### config.mk
export PLATFORM = sky130hd
export DESIGN_NAME = cmos_gray_top
export DESIGN_NICKNAME = d
export VERILOG_FILES = /design/src/cam_pkg.sv /design/src/cmos_byte_packer.sv /design/src/luma_pipeline.sv /design/src/cmos_gray_top.sv
export SDC_FILE = /design/constraint.sdc
export NUM_CORES = 1
export LEC_CHECK = 0
export BUFFER_PORTS_ARGS = -buffer_cell sky130_fd_sc_hd__clkbuf_2
export CORE_ASPECT_RATIO = 0.7
export CORE_MARGIN = 3
export CORE_UTILIZATION = 51
export CTS_BUF_LIST = sky130_fd_sc_hd__clkbuf_16
export DETAILED_ROUTE_END_ITERATION = 12
export GPL_ROUTABILITY_DRIVEN = 0
export PLACE_DENSITY = 0.68
export SLEW_MARGIN = 20
export SYNTH_ARGS = -nofsm -noshare
export SYNTH_HDL_FRONTEND = slang
export SYNTH_SLANG_ARGS = --single-unit
### constraint.sdc
create_clock -name cmos_pclk_i -period 9.4 [get_ports cmos_pclk_i]
set_clock_uncertainty 0.15 [all_clocks]
set_input_delay 1.88 -clock cmos_pclk_i [delete_from_list [all_inputs] [get_ports cmos_pclk_i]]
set_output_delay 1.88 -clock cmos_pclk_i [all_outputs]
set_load 0.1 [all_outputs]
### src/cam_pkg.sv
`default_nettype none

package cam_pkg;

  // **********************************************************
  // Pixel and channel widths
  // **********************************************************
  typedef logic [7:0]  byte_t;    // Raw sensor byte
  typedef logic [15:0] rgb565_t;  // R[15:11] G[10:5] B[4:0]
  typedef logic [7:0]  chan8_t;   // Expanded colour channel, also luma

  // **********************************************************
  // Stream structs
  // **********************************************************
  // Sensor style strobes, no handshake
  typedef struct packed {
    logic vsync;  // Frame level
    logic href;   // Line level
    logic clken;  // One cycle per pixel
  } video_ctrl_t;

  typedef struct packed {
    video_ctrl_t ctrl;
    rgb565_t     rgb;   // Assembled high/low byte pair
  } rgb565_pix_t;

  typedef struct packed {
    video_ctrl_t ctrl;
    chan8_t      y;     // Luma
  } gray_pix_t;

  // **********************************************************
  // Luma weights and frame skip
  // **********************************************************
  // BT.601 Y weights scaled by 256, sum is exactly 256
  parameter int unsigned LUMA_COEF_R = 77;
  parameter int unsigned LUMA_COEF_G = 150;
  parameter int unsigned LUMA_COEF_B = 29;
  parameter int unsigned LUMA_SHIFT  = 8;   // Undo the 256 scale

  parameter int unsigned FRAME_SKIP_DEFAULT = 10;  // Sensor settles after config
  parameter int unsigned SKIP_CNT_W         = 4;   // Holds FRAME_SKIP up to 15

endpackage

`default_nettype wire

### src/cmos_byte_packer.sv
`default_nettype none

// Sensor byte pairs in, RGB565 pixel strobes out
module cmos_byte_packer #(
  parameter int unsigned FRAME_SKIP = cam_pkg::FRAME_SKIP_DEFAULT
) (
  input  logic                 cmos_pclk_i,
  input  logic                 rst_n_i,
  input  logic                 cmos_vsync_i,  // Frame level from sensor
  input  logic                 cmos_href_i,   // Line level from sensor
  input  cam_pkg::byte_t       cmos_data_i,   // High byte first, then low
  output cam_pkg::rgb565_pix_t pix_o
);

  import cam_pkg::*;

  typedef logic [SKIP_CNT_W-1:0] skip_cnt_t;

  localparam skip_cnt_t SKIP_TARGET = skip_cnt_t'(FRAME_SKIP);

  byte_t     hi_byte_q;    // First byte of the pair
  logic      lo_phase_q;   // Set while the next byte is the low byte
  skip_cnt_t skip_cnt_q;   // vsync rising edges seen since reset
  logic      vsync_rise;
  logic      skip_done;
  logic      pix_strobe;   // Low byte on the bus this cycle

  // **********************************************************
  // Byte phase
  // **********************************************************
  assign pix_strobe = cmos_href_i & lo_phase_q;

  // Phase restarts at high byte outside href, so an odd
  // trailing byte never pairs with the next line
  always_ff @(posedge cmos_pclk_i or negedge rst_n_i)
  begin
    if (!rst_n_i)
    begin
      lo_phase_q <= 1'b0;
    end
    else if (!cmos_href_i)
    begin
      lo_phase_q <= 1'b0;
    end
    else
    begin
      lo_phase_q <= ~lo_phase_q;  // Alternate high / low
    end
  end

  always_ff @(posedge cmos_pclk_i)
  begin
    if (cmos_href_i && !lo_phase_q)
    begin
      hi_byte_q <= cmos_data_i;  // Park high byte until its partner
    end
  end

  // **********************************************************
  // Startup frame skip
  // **********************************************************
  // Registered vsync in pix_o doubles as the edge detector delay
  assign vsync_rise = cmos_vsync_i & ~pix_o.ctrl.vsync;
  assign skip_done  = (skip_cnt_q == SKIP_TARGET);

  always_ff @(posedge cmos_pclk_i or negedge rst_n_i)
  begin
    if (!rst_n_i)
    begin
      skip_cnt_q <= '0;
    end
    else if (vsync_rise && !skip_done)
    begin
      skip_cnt_q <= skip_cnt_q + 1'b1;  // Saturates at target
    end
  end

  // **********************************************************
  // Output register
  // **********************************************************
  always_ff @(posedge cmos_pclk_i or negedge rst_n_i)
  begin
    if (!rst_n_i)
    begin
      pix_o <= '0;
    end
    else
    begin
      pix_o.ctrl.vsync <= cmos_vsync_i;             // One cycle delay
      pix_o.ctrl.href  <= cmos_href_i;              // Lines up with clken
      pix_o.ctrl.clken <= pix_strobe & skip_done;   // Gated until skip done
      if (pix_strobe)
      begin
        pix_o.rgb <= {hi_byte_q, cmos_data_i};    // Holds between pixels
      end
    end
  end

  // Two bytes per pixel, so strobes are at least two cycles apart
  a_clken_spaced : assert property (
    @(posedge cmos_pclk_i) disable iff (!rst_n_i)
    pix_o.ctrl.clken |=> !pix_o.ctrl.clken
  ) else $error("cmos_byte_packer: clken high in consecutive cycles");

endmodule

`default_nettype wire

### src/luma_pipeline.sv
`default_nettype none

// RGB565 to 8-bit luma, three register stages
module luma_pipeline (
  input  logic                 cmos_pclk_i,
  input  logic                 rst_n_i,
  input  cam_pkg::rgb565_pix_t pix_i,
  output cam_pkg::gray_pix_t   gray_o
);

  import cam_pkg::*;

  localparam int unsigned CHAN_W     = $bits(chan8_t);
  localparam int unsigned PROD_W     = 2 * CHAN_W;  // 8 x 8 bit product
  localparam int unsigned PIPE_DEPTH = 3;

  // Weights sum to 256, so the sum of products fits PROD_W
  typedef logic [PROD_W-1:0] prod_t;

  chan8_t      red8;
  chan8_t      green8;
  chan8_t      blue8;
  prod_t       prod_r_q;
  prod_t       prod_g_q;
  prod_t       prod_b_q;
  prod_t       sum_q;
  chan8_t      y_q;
  video_ctrl_t ctrl_q [PIPE_DEPTH];  // Timing travels with the data

  // **********************************************************
  // Stage one, expand and weight
  // **********************************************************
  // Top bits copied into the low bits, full scale maps to 255
  assign red8   = {pix_i.rgb[15:11], pix_i.rgb[15:13]};
  assign green8 = {pix_i.rgb[10:5], pix_i.rgb[10:9]};
  assign blue8  = {pix_i.rgb[4:0], pix_i.rgb[4:2]};

  always_ff @(posedge cmos_pclk_i)
  begin
    prod_r_q <= prod_t'(red8) * prod_t'(LUMA_COEF_R);
    prod_g_q <= prod_t'(green8) * prod_t'(LUMA_COEF_G);
    prod_b_q <= prod_t'(blue8) * prod_t'(LUMA_COEF_B);
  end

  // **********************************************************
  // Stage two, sum
  // **********************************************************
  always_ff @(posedge cmos_pclk_i)
  begin
    sum_q <= prod_r_q + prod_g_q + prod_b_q;  // Max 255 * 256
  end

  // **********************************************************
  // Stage three, scale and timing delay line
  // **********************************************************
  // Free running, a new pixel may enter every cycle
  always_ff @(posedge cmos_pclk_i or negedge rst_n_i)
  begin
    if (!rst_n_i)
    begin
      y_q <= '0;
      for (int i = 0; i < PIPE_DEPTH; i++)
      begin
        ctrl_q[i] <= '0;
      end
    end
    else
    begin
      y_q       <= sum_q[LUMA_SHIFT +: CHAN_W];  // Divide by 256
      ctrl_q[0] <= pix_i.ctrl;
      for (int i = 1; i < PIPE_DEPTH; i++)
      begin
        ctrl_q[i] <= ctrl_q[i-1];
      end
    end
  end

  assign gray_o = '{ctrl: ctrl_q[PIPE_DEPTH-1], y: y_q};

  // Pixel strobes only ever arrive inside a line
  a_clken_in_line : assert property (
    @(posedge cmos_pclk_i) disable iff (!rst_n_i)
    gray_o.ctrl.clken |-> gray_o.ctrl.href
  ) else $error("luma_pipeline: clken outside href");

endmodule

`default_nettype wire

### src/cmos_gray_top.sv
`default_nettype none

// Camera input path, sensor bytes to gray stream
// Latency four cycles from low byte sample to gray_o clken
module cmos_gray_top #(
  parameter int unsigned FRAME_SKIP = cam_pkg::FRAME_SKIP_DEFAULT
) (
  input  logic               cmos_pclk_i,   // Sensor pixel clock, only clock
  input  logic               rst_n_i,
  input  logic               cmos_vsync_i,
  input  logic               cmos_href_i,
  input  cam_pkg::byte_t     cmos_data_i,
  output cam_pkg::gray_pix_t gray_o
);

  import cam_pkg::*;

  // **********************************************************
  // Sensor decode
  // **********************************************************
  rgb565_pix_t packed_pix;  // One cycle behind the sensor

  cmos_byte_packer #(
    .FRAME_SKIP (FRAME_SKIP)
  ) cmos_byte_packer_i (
    .cmos_pclk_i  (cmos_pclk_i),
    .rst_n_i      (rst_n_i),
    .cmos_vsync_i (cmos_vsync_i),
    .cmos_href_i  (cmos_href_i),
    .cmos_data_i  (cmos_data_i),
    .pix_o        (packed_pix)
  );

  // **********************************************************
  // Video image processor
  // **********************************************************
  // Three more cycles, timing and luma stay aligned
  luma_pipeline luma_pipeline_i (
    .cmos_pclk_i (cmos_pclk_i),
    .rst_n_i     (rst_n_i),
    .pix_i       (packed_pix),
    .gray_o      (gray_o)
  );

endmodule

`default_nettype wire

==> flow_metrics.env, run 1 <==
export IMPL_ys_seq_area_frac=0.376
export IMPL_grt_pass1_vias=3878
export IMPL_synthDistinctLibCells=46
export IMPL_setup_viol=0
export IMPL_drt_wl_total_um=10700
export IMPL_relSlewSlack=0.362
export IMPL_core_area_um2=11300
export IMPL_drc=0
export IMPL_rsz0062_at_grt="no"
export IMPL_ys_ff_latch=100
export IMPL_synth_net_count=685
export IMPL_hpwlAfterDp_um=8650
export IMPL_postCtsResizedCells=0
export IMPL_synth_most_common_cell="ha_1"
export IMPL_root_buffer="clkbuf_16"
export IMPL_antenna_found_initial=0
export IMPL_whs_ns=0.176
export IMPL_worst_pin_slew_ns=0.956
export IMPL_worstPathArrival_ns=4.02
export IMPL_clock_latency_ns=0.35
export IMPL_met2_usage=0.273
export IMPL_htreeDepth=3
export IMPL_hold_viol_final=0
export IMPL_drt_iter0_drc=120
export IMPL_n_antenna_cell=0
export IMPL_hp_class="reg2reg"
export IMPL_synth_ff_type="dfxtp_1"
export IMPL_grt_overflow_total=0
export IMPL_max_freq_ghz=0.254
export IMPL_drive_gt1_frac=0.108
export IMPL_fin_crit_ns=3.93
export IMPL_crit_family="adder cells"
export IMPL_cpPeakStageDelay_ns=0.53
export IMPL_die_area_um2=13300
export IMPL_grtUsageMet1=0.256
export IMPL_top_usage_layer="met2"
export IMPL_grtUsageMet3=0.0569
export IMPL_synth_area_leaders="ha_1, dfrtp_1, dfxtp_1"
export IMPL_ios=23
export IMPL_synth_top_area_cell="ha_1"
export IMPL_synth_top_area_frac=0.233
export IMPL_cp_slowest_cell="dfrtp_1"
export IMPL_yosysWarnings=0
export IMPL_cts_tree="built"
export IMPL_place_port_buffers=22
export IMPL_setup_tns_final_ns=0
export IMPL_required_ns=9.49
export IMPL_wire_per_inst_um=15.1
export IMPL_firstDrtPassIters=4
export IMPL_cts_setup_buffers=0
export IMPL_synthCells=523
export IMPL_grt_max_degree=42
export IMPL_grt_pass1_wl_um=18600
export IMPL_ys_async_sr_fraction=0.410
export IMPL_die_h_um=97.3
export IMPL_status="finished, final reports clean"
export IMPL_initial_core_util=0.536
export IMPL_syn_avg_cell_area_um2=11.6
export IMPL_slew_violations=0
export IMPL_rows=32
export IMPL_worstSetupEndpointType="flop"
export IMPL_path_class="reg2reg"
export IMPL_die_w_um=136
export IMPL_ctsLongestPathBuffers=2
export IMPL_nets=712
export IMPL_syn_area_um2=6080
export IMPL_routed_via_density=5.17
export IMPL_critical_path_cell_chain="ha_1 > ha_1 > inv_1 > fa_1 > fa_1 > inv_1 > ha_1 > a21boi_0 > o21ai_0 > a21oi_1 > nor4b_1 > a311o_1"
export IMPL_crit_buf_inv=2
export IMPL_cts_hold_buffers=0
export IMPL_timing_final_crit_share=0.418
export IMPL_cts_buffers=9
export IMPL_cts_sinks=100
export IMPL_maxCapViolations=0
export IMPL_synth_edf_count=8
export IMPL_synth_commonest_cells="ha_1, inv_1, dfxtp_1"
export IMPL_area_delta_synth_final_pct=9.32
export IMPL_grtUsageTotal=0.181
export IMPL_postRouteAntennaNets=0
export IMPL_via_count=3661
export IMPL_path_clk_slew_ns=0.07
export IMPL_worst_path_max_fanout=8
export IMPL_crit_top_cell="ha_1"
export IMPL_start_kind="flop"
per-stage QoR:
step	setup WS [ns]	area, um^2	cells	util
after global routing	5.25	6650	708	0.586
after detailed placement	5.52	6350	692	0.560
after floorplan	5.82	6080	523	-
after global placement	5.62	6350	692	0.560
final	5.47	6650	708	0.586
after CTS	5.51	6650	708	0.586
placed cells by master, fill, tap and decap left out, drive strengths merged, types with 3 or more instances in the layout:
master	instances
edfxtp	8
dfxtp	51
nor2	15
o21a	3
o21ai	14
a21oi	23
nand3	6
a21o	8
nor2b	7
ha	113
mux2	16
nand2	11
a21boi	3
o21bai	4
inv	89
nor3	7
xor2	13
fa	37
xnor2	24
mux2i	3
dfrtp	41
nand4	4
clkbuf	30
cells by family after synthesis:
| logic type | synth area share |
|---|---|
| compound gates | 0.0720 |
| xor+xnor | 0.0533 |
| fa+ha+maj | 0.354 |
| buf+inv | 0.0568 |
| flops | 0.376 |
| mux | 0.0346 |
| simple gates | 0.0525 |
per-layer routing:
metal  part of all wire  wire length [um]
met5                  0                 0
met4              0.014               151
met3              0.037               399
met2               0.43              4620
met1               0.52              5520
flip-flops by register name (all words and copies together) (netlist names):
signal and cells:
cmos_byte_packer_i.hi_byte_q 8, cmos_byte_packer_i.lo_phase_q 1, cmos_byte_packer_i.pix_o 19, cmos_byte_packer_i.skip_cnt_q 4
luma_pipeline_i.ctrl_q 6, luma_pipeline_i.gray_o 3, luma_pipeline_i.prod_b_q 13, luma_pipeline_i.prod_g_q 15
luma_pipeline_i.prod_r_q 15, luma_pipeline_i.sum_q 8, luma_pipeline_i.y_q 8
cell type report:
| type | instances | area, um^2 |
|---|---|---|
| tap | 153 | 191 |
| sequential | 100 | 2290 |
| timing repair buffer | 22 | 110 |
| multi-input combinational | 334 | 3450 |
| clock inverter | 7 | 73.8 |
| fill | 924 | 4690 |
| clock buffer | 9 | 225 |
| inverter | 83 | 312 |
final timing paths:
check / cells after the start / startpoint / slack (ns) / endpoint
max: 12 / cmos_byte_packer_i.pix_o[13]$_DFFE_PN0P_ / 5.47 / luma_pipeline_i.prod_r_q[13]$_DFF_P_
min: 0 / luma_pipeline_i.sum_q[9]$_DFF_P_ / 0.18 / luma_pipeline_i.y_q[1]$_DFF_PN0_
max reg2reg: 12 / cmos_byte_packer_i.pix_o[13]$_DFFE_PN0P_ / 5.47 / luma_pipeline_i.prod_r_q[13]$_DFF_P_
min reg2reg: 0 / luma_pipeline_i.sum_q[9]$_DFF_P_ / 0.18 / luma_pipeline_i.y_q[1]$_DFF_PN0_
max in group asynchronous: 1 / rst_n_i / 6.98 / cmos_byte_packer_i.pix_o[4]$_DFFE_PN0P_
min in group asynchronous: 1 / rst_n_i / 1.52 / luma_pipeline_i.y_q[0]$_DFF_PN0_
Power of run 1 is left out: the tool's default activity adds up to more than one toggle a clock period on the data nets, which glitch-free logic cannot reach.
==> run 2: changes to the inputs <==
- PLACE_DENSITY: 0.68 -> 0.7
- clock period: 9.4 -> 3.5 ns (I/O delays scaled with it)
==> run 2 against run 1 <==
Global-route usage hardly changed. Worst hold slack got worse by 0.051 ns. Final cell count up 4.1%. Non-clock buffer count is 29 higher. Critical endpoint unchanged.
==> flow_metrics.env, run 2 (synthesized netlist as in run 1, its figures left out) <==
export IMPL_area_delta_synth_final_pct=16.1
export IMPL_largest_reg_flops=19
export IMPL_final_common_cell="ha_1"
export IMPL_grt_pass1_wl_um=18800
export IMPL_wire_per_inst_um=15.2
export IMPL_firstDrtPassIters=4
export IMPL_ios=23
export IMPL_hpwlAfterDp_um=8940
export IMPL_drc=0
export IMPL_rows=32
export IMPL_ctsLongestPathBuffers=2
export IMPL_via_count=3706
export IMPL_core_area_um2=11300
export IMPL_n_antenna_cell=0
export IMPL_htreeDepth=3
export IMPL_timing_final_crit_share=0.977
export IMPL_rr_startpoint="cmos_byte_packer_i.pix_o[13]$_DFFE_PN0P_"
export IMPL_routed_via_density=5.03
export IMPL_worstSetupEndpointType="flop"
export IMPL_grt_overflow_total=0
export IMPL_cts_tree="built"
export IMPL_timing_rr_end="luma_pipeline_i.prod_r_q[13]$_DFF_P_"
export IMPL_die_h_um=97.3
export IMPL_cts_hold_buffers=0
export IMPL_setup_viol=0
export IMPL_place_port_buffers=22
export IMPL_status="finished, final reports clean"
export IMPL_whs_ns=0.125
export IMPL_most_common_layout_cells="ha_1, inv_1, dfxtp_1, dfrtp_1, fa_1"
export IMPL_top_register="cmos_byte_packer_i.pix_o"
export IMPL_maxCapViolations=0
export IMPL_worstPathArrival_ns=3.50
export IMPL_reg2reg_slack_ns=0.08
export IMPL_nets=741
export IMPL_antenna_found_initial=0
export IMPL_setup_tns_final_ns=0
export IMPL_hold_viol_final=0
export IMPL_slew_violations=0
export IMPL_fillCellCount=909
export IMPL_initial_core_util=0.536
export IMPL_start_kind="flop"
export IMPL_drt_iter0_drc=157
export IMPL_die_area_um2=13300
export IMPL_relSlewSlack=0.490
export IMPL_path_clk_slew_ns=0.07
export IMPL_root_buffer="clkbuf_16"
export IMPL_critPathCapture="luma_pipeline_i.prod_r_q[13]$_DFF_P_"
export IMPL_clock_latency_ns=0.35
export IMPL_cts_sinks=100
export IMPL_worst_pin_slew_ns=0.763
export IMPL_path_class="reg2reg"
export IMPL_grtUsageTotal=0.181
export IMPL_reg_top3="cmos_byte_packer_i.pix_o x19, luma_pipeline_i.prod_g_q x15, luma_pipeline_i.prod_r_q x15"
export IMPL_hp_class="in2async"
export IMPL_grt_max_degree=29
export IMPL_die_w_um=136
export IMPL_worstRegToRegCells=12
export IMPL_startpoint="cmos_byte_packer_i.pix_o[13]$_DFFE_PN0P_"
export IMPL_drt_wl_total_um=11200
export IMPL_worst_path_max_fanout=3
export IMPL_required_ns=3.58
export IMPL_cts_buffers=9
export IMPL_drive_gt1_frac=0.202
export IMPL_fin_crit_ns=3.42
export IMPL_max_freq_ghz=0.292
export IMPL_grt_pass1_vias=3926
export IMPL_postRouteAntennaNets=0
-- run 2: final cells by class --
class | count | area, um^2 | area share
clock buffers | 9 | 225 | 0.0319
clock inverters | 7 | 82.6 | 0.0117
inverters | 83 | 312 | 0.0441
multi-input cells | 334 | 3630 | 0.514
flip-flops and latches | 100 | 2290 | 0.324
well taps | 153 | 191 | 0.0271
repair buffers | 51 | 328 | 0.0464
-- run 2: stage by stage --
stage / area (um^2) / instances / utilization / setup slack, ns
detailed placement: 6560 / 718 / 0.579 / -0.110
finish: 7060 / 737 / 0.623 / 0.0795
CTS: 6880 / 735 / 0.607 / 0.0119
floorplan: 6100 / 523 / - / 0.00638
global route: 7060 / 737 / 0.623 / -0.0603
global placement: 6560 / 718 / 0.579 / -0.00230
-- run 2: routing by layer --
layer	up-vias	global-route usage	share of wire
met2	47	0.273	0.44
li1	1870	-	-
met4	0	0.0542	0.015
met1	1777	0.259	0.51
met3	12	0.0414	0.031
met5	-	0	0
-- run 2: critical path, cell delays in order (launching register included) --
cell,delay [ns]
dfrtp_2,0.43
ha_4,0.24
ha_1,0.26
inv_1,0.05
fa_1,0.47
fa_1,0.50
inv_1,0.06
ha_4,0.27
a21boi_4,0.19
o21ai_2,0.08
a21oi_2,0.21
nor4b_2,0.07
a311o_1,0.32
-- run 2: timing repair --
| action | 4_1_cts | 5_1_grt |
|---|---|---|
| cloned | 0 | 0 |
| gates resized for setup | 2 | 30 |
| buffers inserted | 1 | 2 |
| pin swaps | 2 | 19 |
| setup endpoints to repair | 1 | 13 |
-- run 2: how the worst min path moves through the flow --
stage | start | end | cells past startpoint
6_report | rst_n_i | luma_pipeline_i.y_q[4]$_DFF_PN0_ | 1
3_3_place_gp | luma_pipeline_i.sum_q[13]$_DFF_P_ | luma_pipeline_i.y_q[5]$_DFF_PN0_ | 0
3_5_place_dp | luma_pipeline_i.sum_q[11]$_DFF_P_ | luma_pipeline_i.y_q[3]$_DFF_PN0_ | 0
4_1_cts | rst_n_i | luma_pipeline_i.y_q[0]$_DFF_PN0_ | 1
2_1_floorplan | luma_pipeline_i.sum_q[8]$_DFF_P_ | luma_pipeline_i.y_q[0]$_DFF_PN0_ | 0
5_1_grt | rst_n_i | luma_pipeline_i.y_q[0]$_DFF_PN0_ | 1
Power of run 2 is left out for the same reason.
==> run 3: changes to the inputs <==
- SETUP_SLACK_MARGIN: unset -> 0.2
==> run 3 against run 2 <==
Worst hold slack better by 0.051 ns. Core utilization up 3.3 points. Register-to-register slack about the same. Flip-flop and latch count unchanged. Worst setup slack worse by 0.0031 ns. Non-clock buffer count up 9. Final cell count up 1.2%. First-iteration DRC count down 3.8%. Largest cell class unchanged. Sequential share of layout area down 1.6 points. Global-route usage up 1.3 points. Critical path depth down 2. Highest routed layer unchanged. Critical path type unchanged.
==> flow_metrics.env, run 3 (synthesized netlist as in run 1, its figures left out) <==
export IMPL_fillCellCount=851
export IMPL_ctsLongestPathBuffers=2
export IMPL_top_register="cmos_byte_packer_i.pix_o"
export IMPL_worst_path_max_fanout=4
export IMPL_area_delta_synth_final_pct=22.3
export IMPL_crit_family="adder cells"
export IMPL_cpPeakStageDelay_ns=0.60
export IMPL_die_w_um=136
export IMPL_largest_reg_flops=19
export IMPL_drive_gt1_frac=0.290
export IMPL_timing_final_crit_share=0.978
export IMPL_most_common_layout_cells="ha_1, inv_1, dfxtp_1, buf_4, fa_1"
export IMPL_rows=32
export IMPL_status="finished, final reports clean"
export IMPL_n_antenna_cell=0
export IMPL_crit_buf_inv=1
export IMPL_required_ns=3.59
export IMPL_hold_viol_final=0
export IMPL_via_count=3847
export IMPL_grt_pass1_vias=4193
export IMPL_clock_latency_ns=0.36
export IMPL_worst_pin_slew_ns=0.981
export IMPL_cts_buffers=9
export IMPL_ios=23
export IMPL_hpwlAfterDp_um=8890
export IMPL_die_area_um2=13300
export IMPL_cts_sinks=100
export IMPL_drt_wl_total_um=12000
export IMPL_whs_ns=0.176
export IMPL_start_kind="flop"
export IMPL_cts_hold_buffers=0
export IMPL_nets=750
export IMPL_core_area_um2=11300
export IMPL_wire_per_inst_um=16.1
export IMPL_relSlewSlack=0.346
export IMPL_root_buffer="clkbuf_16"
export IMPL_postRouteAntennaNets=0
export IMPL_fin_cells=746
export IMPL_max_freq_ghz=0.292
export IMPL_fin_crit_ns=3.42
export IMPL_antenna_found_initial=0
export IMPL_path_clk_slew_ns=0.07
export IMPL_drc=0
export IMPL_cts_tree="built"
export IMPL_cp_slowest_cell="fa_1"
export IMPL_slew_violations=0
export IMPL_worstSetupEndpointType="flop"
export IMPL_final_common_cell="ha_1"
export IMPL_place_port_buffers=22
export IMPL_drt_iter0_drc=151
export IMPL_path_class="reg2reg"
export IMPL_maxCapViolations=0
export IMPL_critical_path_cell_chain="ha_1 > ha_1 > fa_1 > ha_4 > ha_4 > or3_1 > o21ai_0 > a21oi_2 > buf_4 > a311o_1"
export IMPL_dp_cells=709
export IMPL_hp_class="reg2reg"
export IMPL_die_h_um=97.3
export IMPL_grt_overflow_total=0
export IMPL_setup_viol=0
export IMPL_initial_core_util=0.536
export IMPL_worstPathArrival_ns=3.51
export IMPL_rsz0062_at_grt="yes"
export IMPL_reg_top3="cmos_byte_packer_i.pix_o x19, luma_pipeline_i.prod_g_q x15, luma_pipeline_i.prod_r_q x15"
export IMPL_firstDrtPassIters=4
export IMPL_routed_via_density=5.16
export IMPL_htreeDepth=3
export IMPL_grtUsageTotal=0.193
export IMPL_grt_max_degree=42
export IMPL_grt_pass1_wl_um=20000
==> run 3: cell count changes in the layout (fill, tap and decap cells not counted), moves of 4 or more <==
cell     change
dfrtp_1      -5
ha_1        -17
o21ai_2      +4
dfrtp_2      +5
buf_4        +8
inv_2        +8
ha_4        +17
o21ai_0      -5
inv_1       -10
==> run 3: routing by layer <==
metal  vias to the layer above  wire length, um  track usage
met4                         0              123       0.0333
met3                        17              400       0.0528
li1                       1888                -            -
met2                        54             5550        0.305
met5                         -                0            0
met1                      1888             5970        0.270
==> run 3: worst paths after layout <==
kind	from	to	slack, ns	depth (start not counted)
min reg2reg	luma_pipeline_i.sum_q[9]$_DFF_P_	luma_pipeline_i.y_q[1]$_DFF_PN0_	0.18	0
max reg2reg	cmos_byte_packer_i.pix_o[14]$_DFFE_PN0P_	luma_pipeline_i.prod_r_q[13]$_DFF_P_	0.08	10
max	cmos_byte_packer_i.pix_o[14]$_DFFE_PN0P_	luma_pipeline_i.prod_r_q[13]$_DFF_P_	0.08	10
min	luma_pipeline_i.sum_q[9]$_DFF_P_	luma_pipeline_i.y_q[1]$_DFF_PN0_	0.18	0
max in group asynchronous	rst_n_i	cmos_byte_packer_i.pix_o[14]$_DFFE_PN0P_	2.16	1
min in group asynchronous	rst_n_i	luma_pipeline_i.y_q[3]$_DFF_PN0_	0.35	1
==> run 3: final cells by class <==
| type | instances | area (um^2) | area share |
|---|---|---|---|
| Timing Repair Buffer | 60 | 399 | 0.0537 |
| Sequential cell | 100 | 2300 | 0.309 |
| Inverter | 83 | 317 | 0.0426 |
| Clock buffer | 9 | 225 | 0.0303 |
| Multi-Input combinational cell | 334 | 3920 | 0.527 |
| Clock inverter | 7 | 87.6 | 0.0118 |
| Tap cell | 153 | 191 | 0.0257 |
==> run 3: what timing repair did <==
action	4_1_cts	5_1_grt
cloned	0	0
setup buffers	14	7
pin swaps	32	21
resized for setup	32	44
endpoints found under the hold margin	0	0
endpoints found under the setup margin	10	14
==> run 3: per-stage QoR <==
stage / setup TNS (ns) / worst slack [ns] / util / cell area [um^2]
6_report: 0 / 0.0764 / 0.656 / 7440
4_1_cts: 0 / 0.145 / 0.631 / 7150
3_5_place_dp: -0.0237 / -0.0237 / 0.579 / 6560
5_1_grt: -0.00961 / -0.00961 / 0.656 / 7440
3_3_place_gp: 0 / 0.0601 / 0.579 / 6560
2_1_floorplan: 0 / 0.196 / - / 6160
Power of run 3 is left out for the same reason.
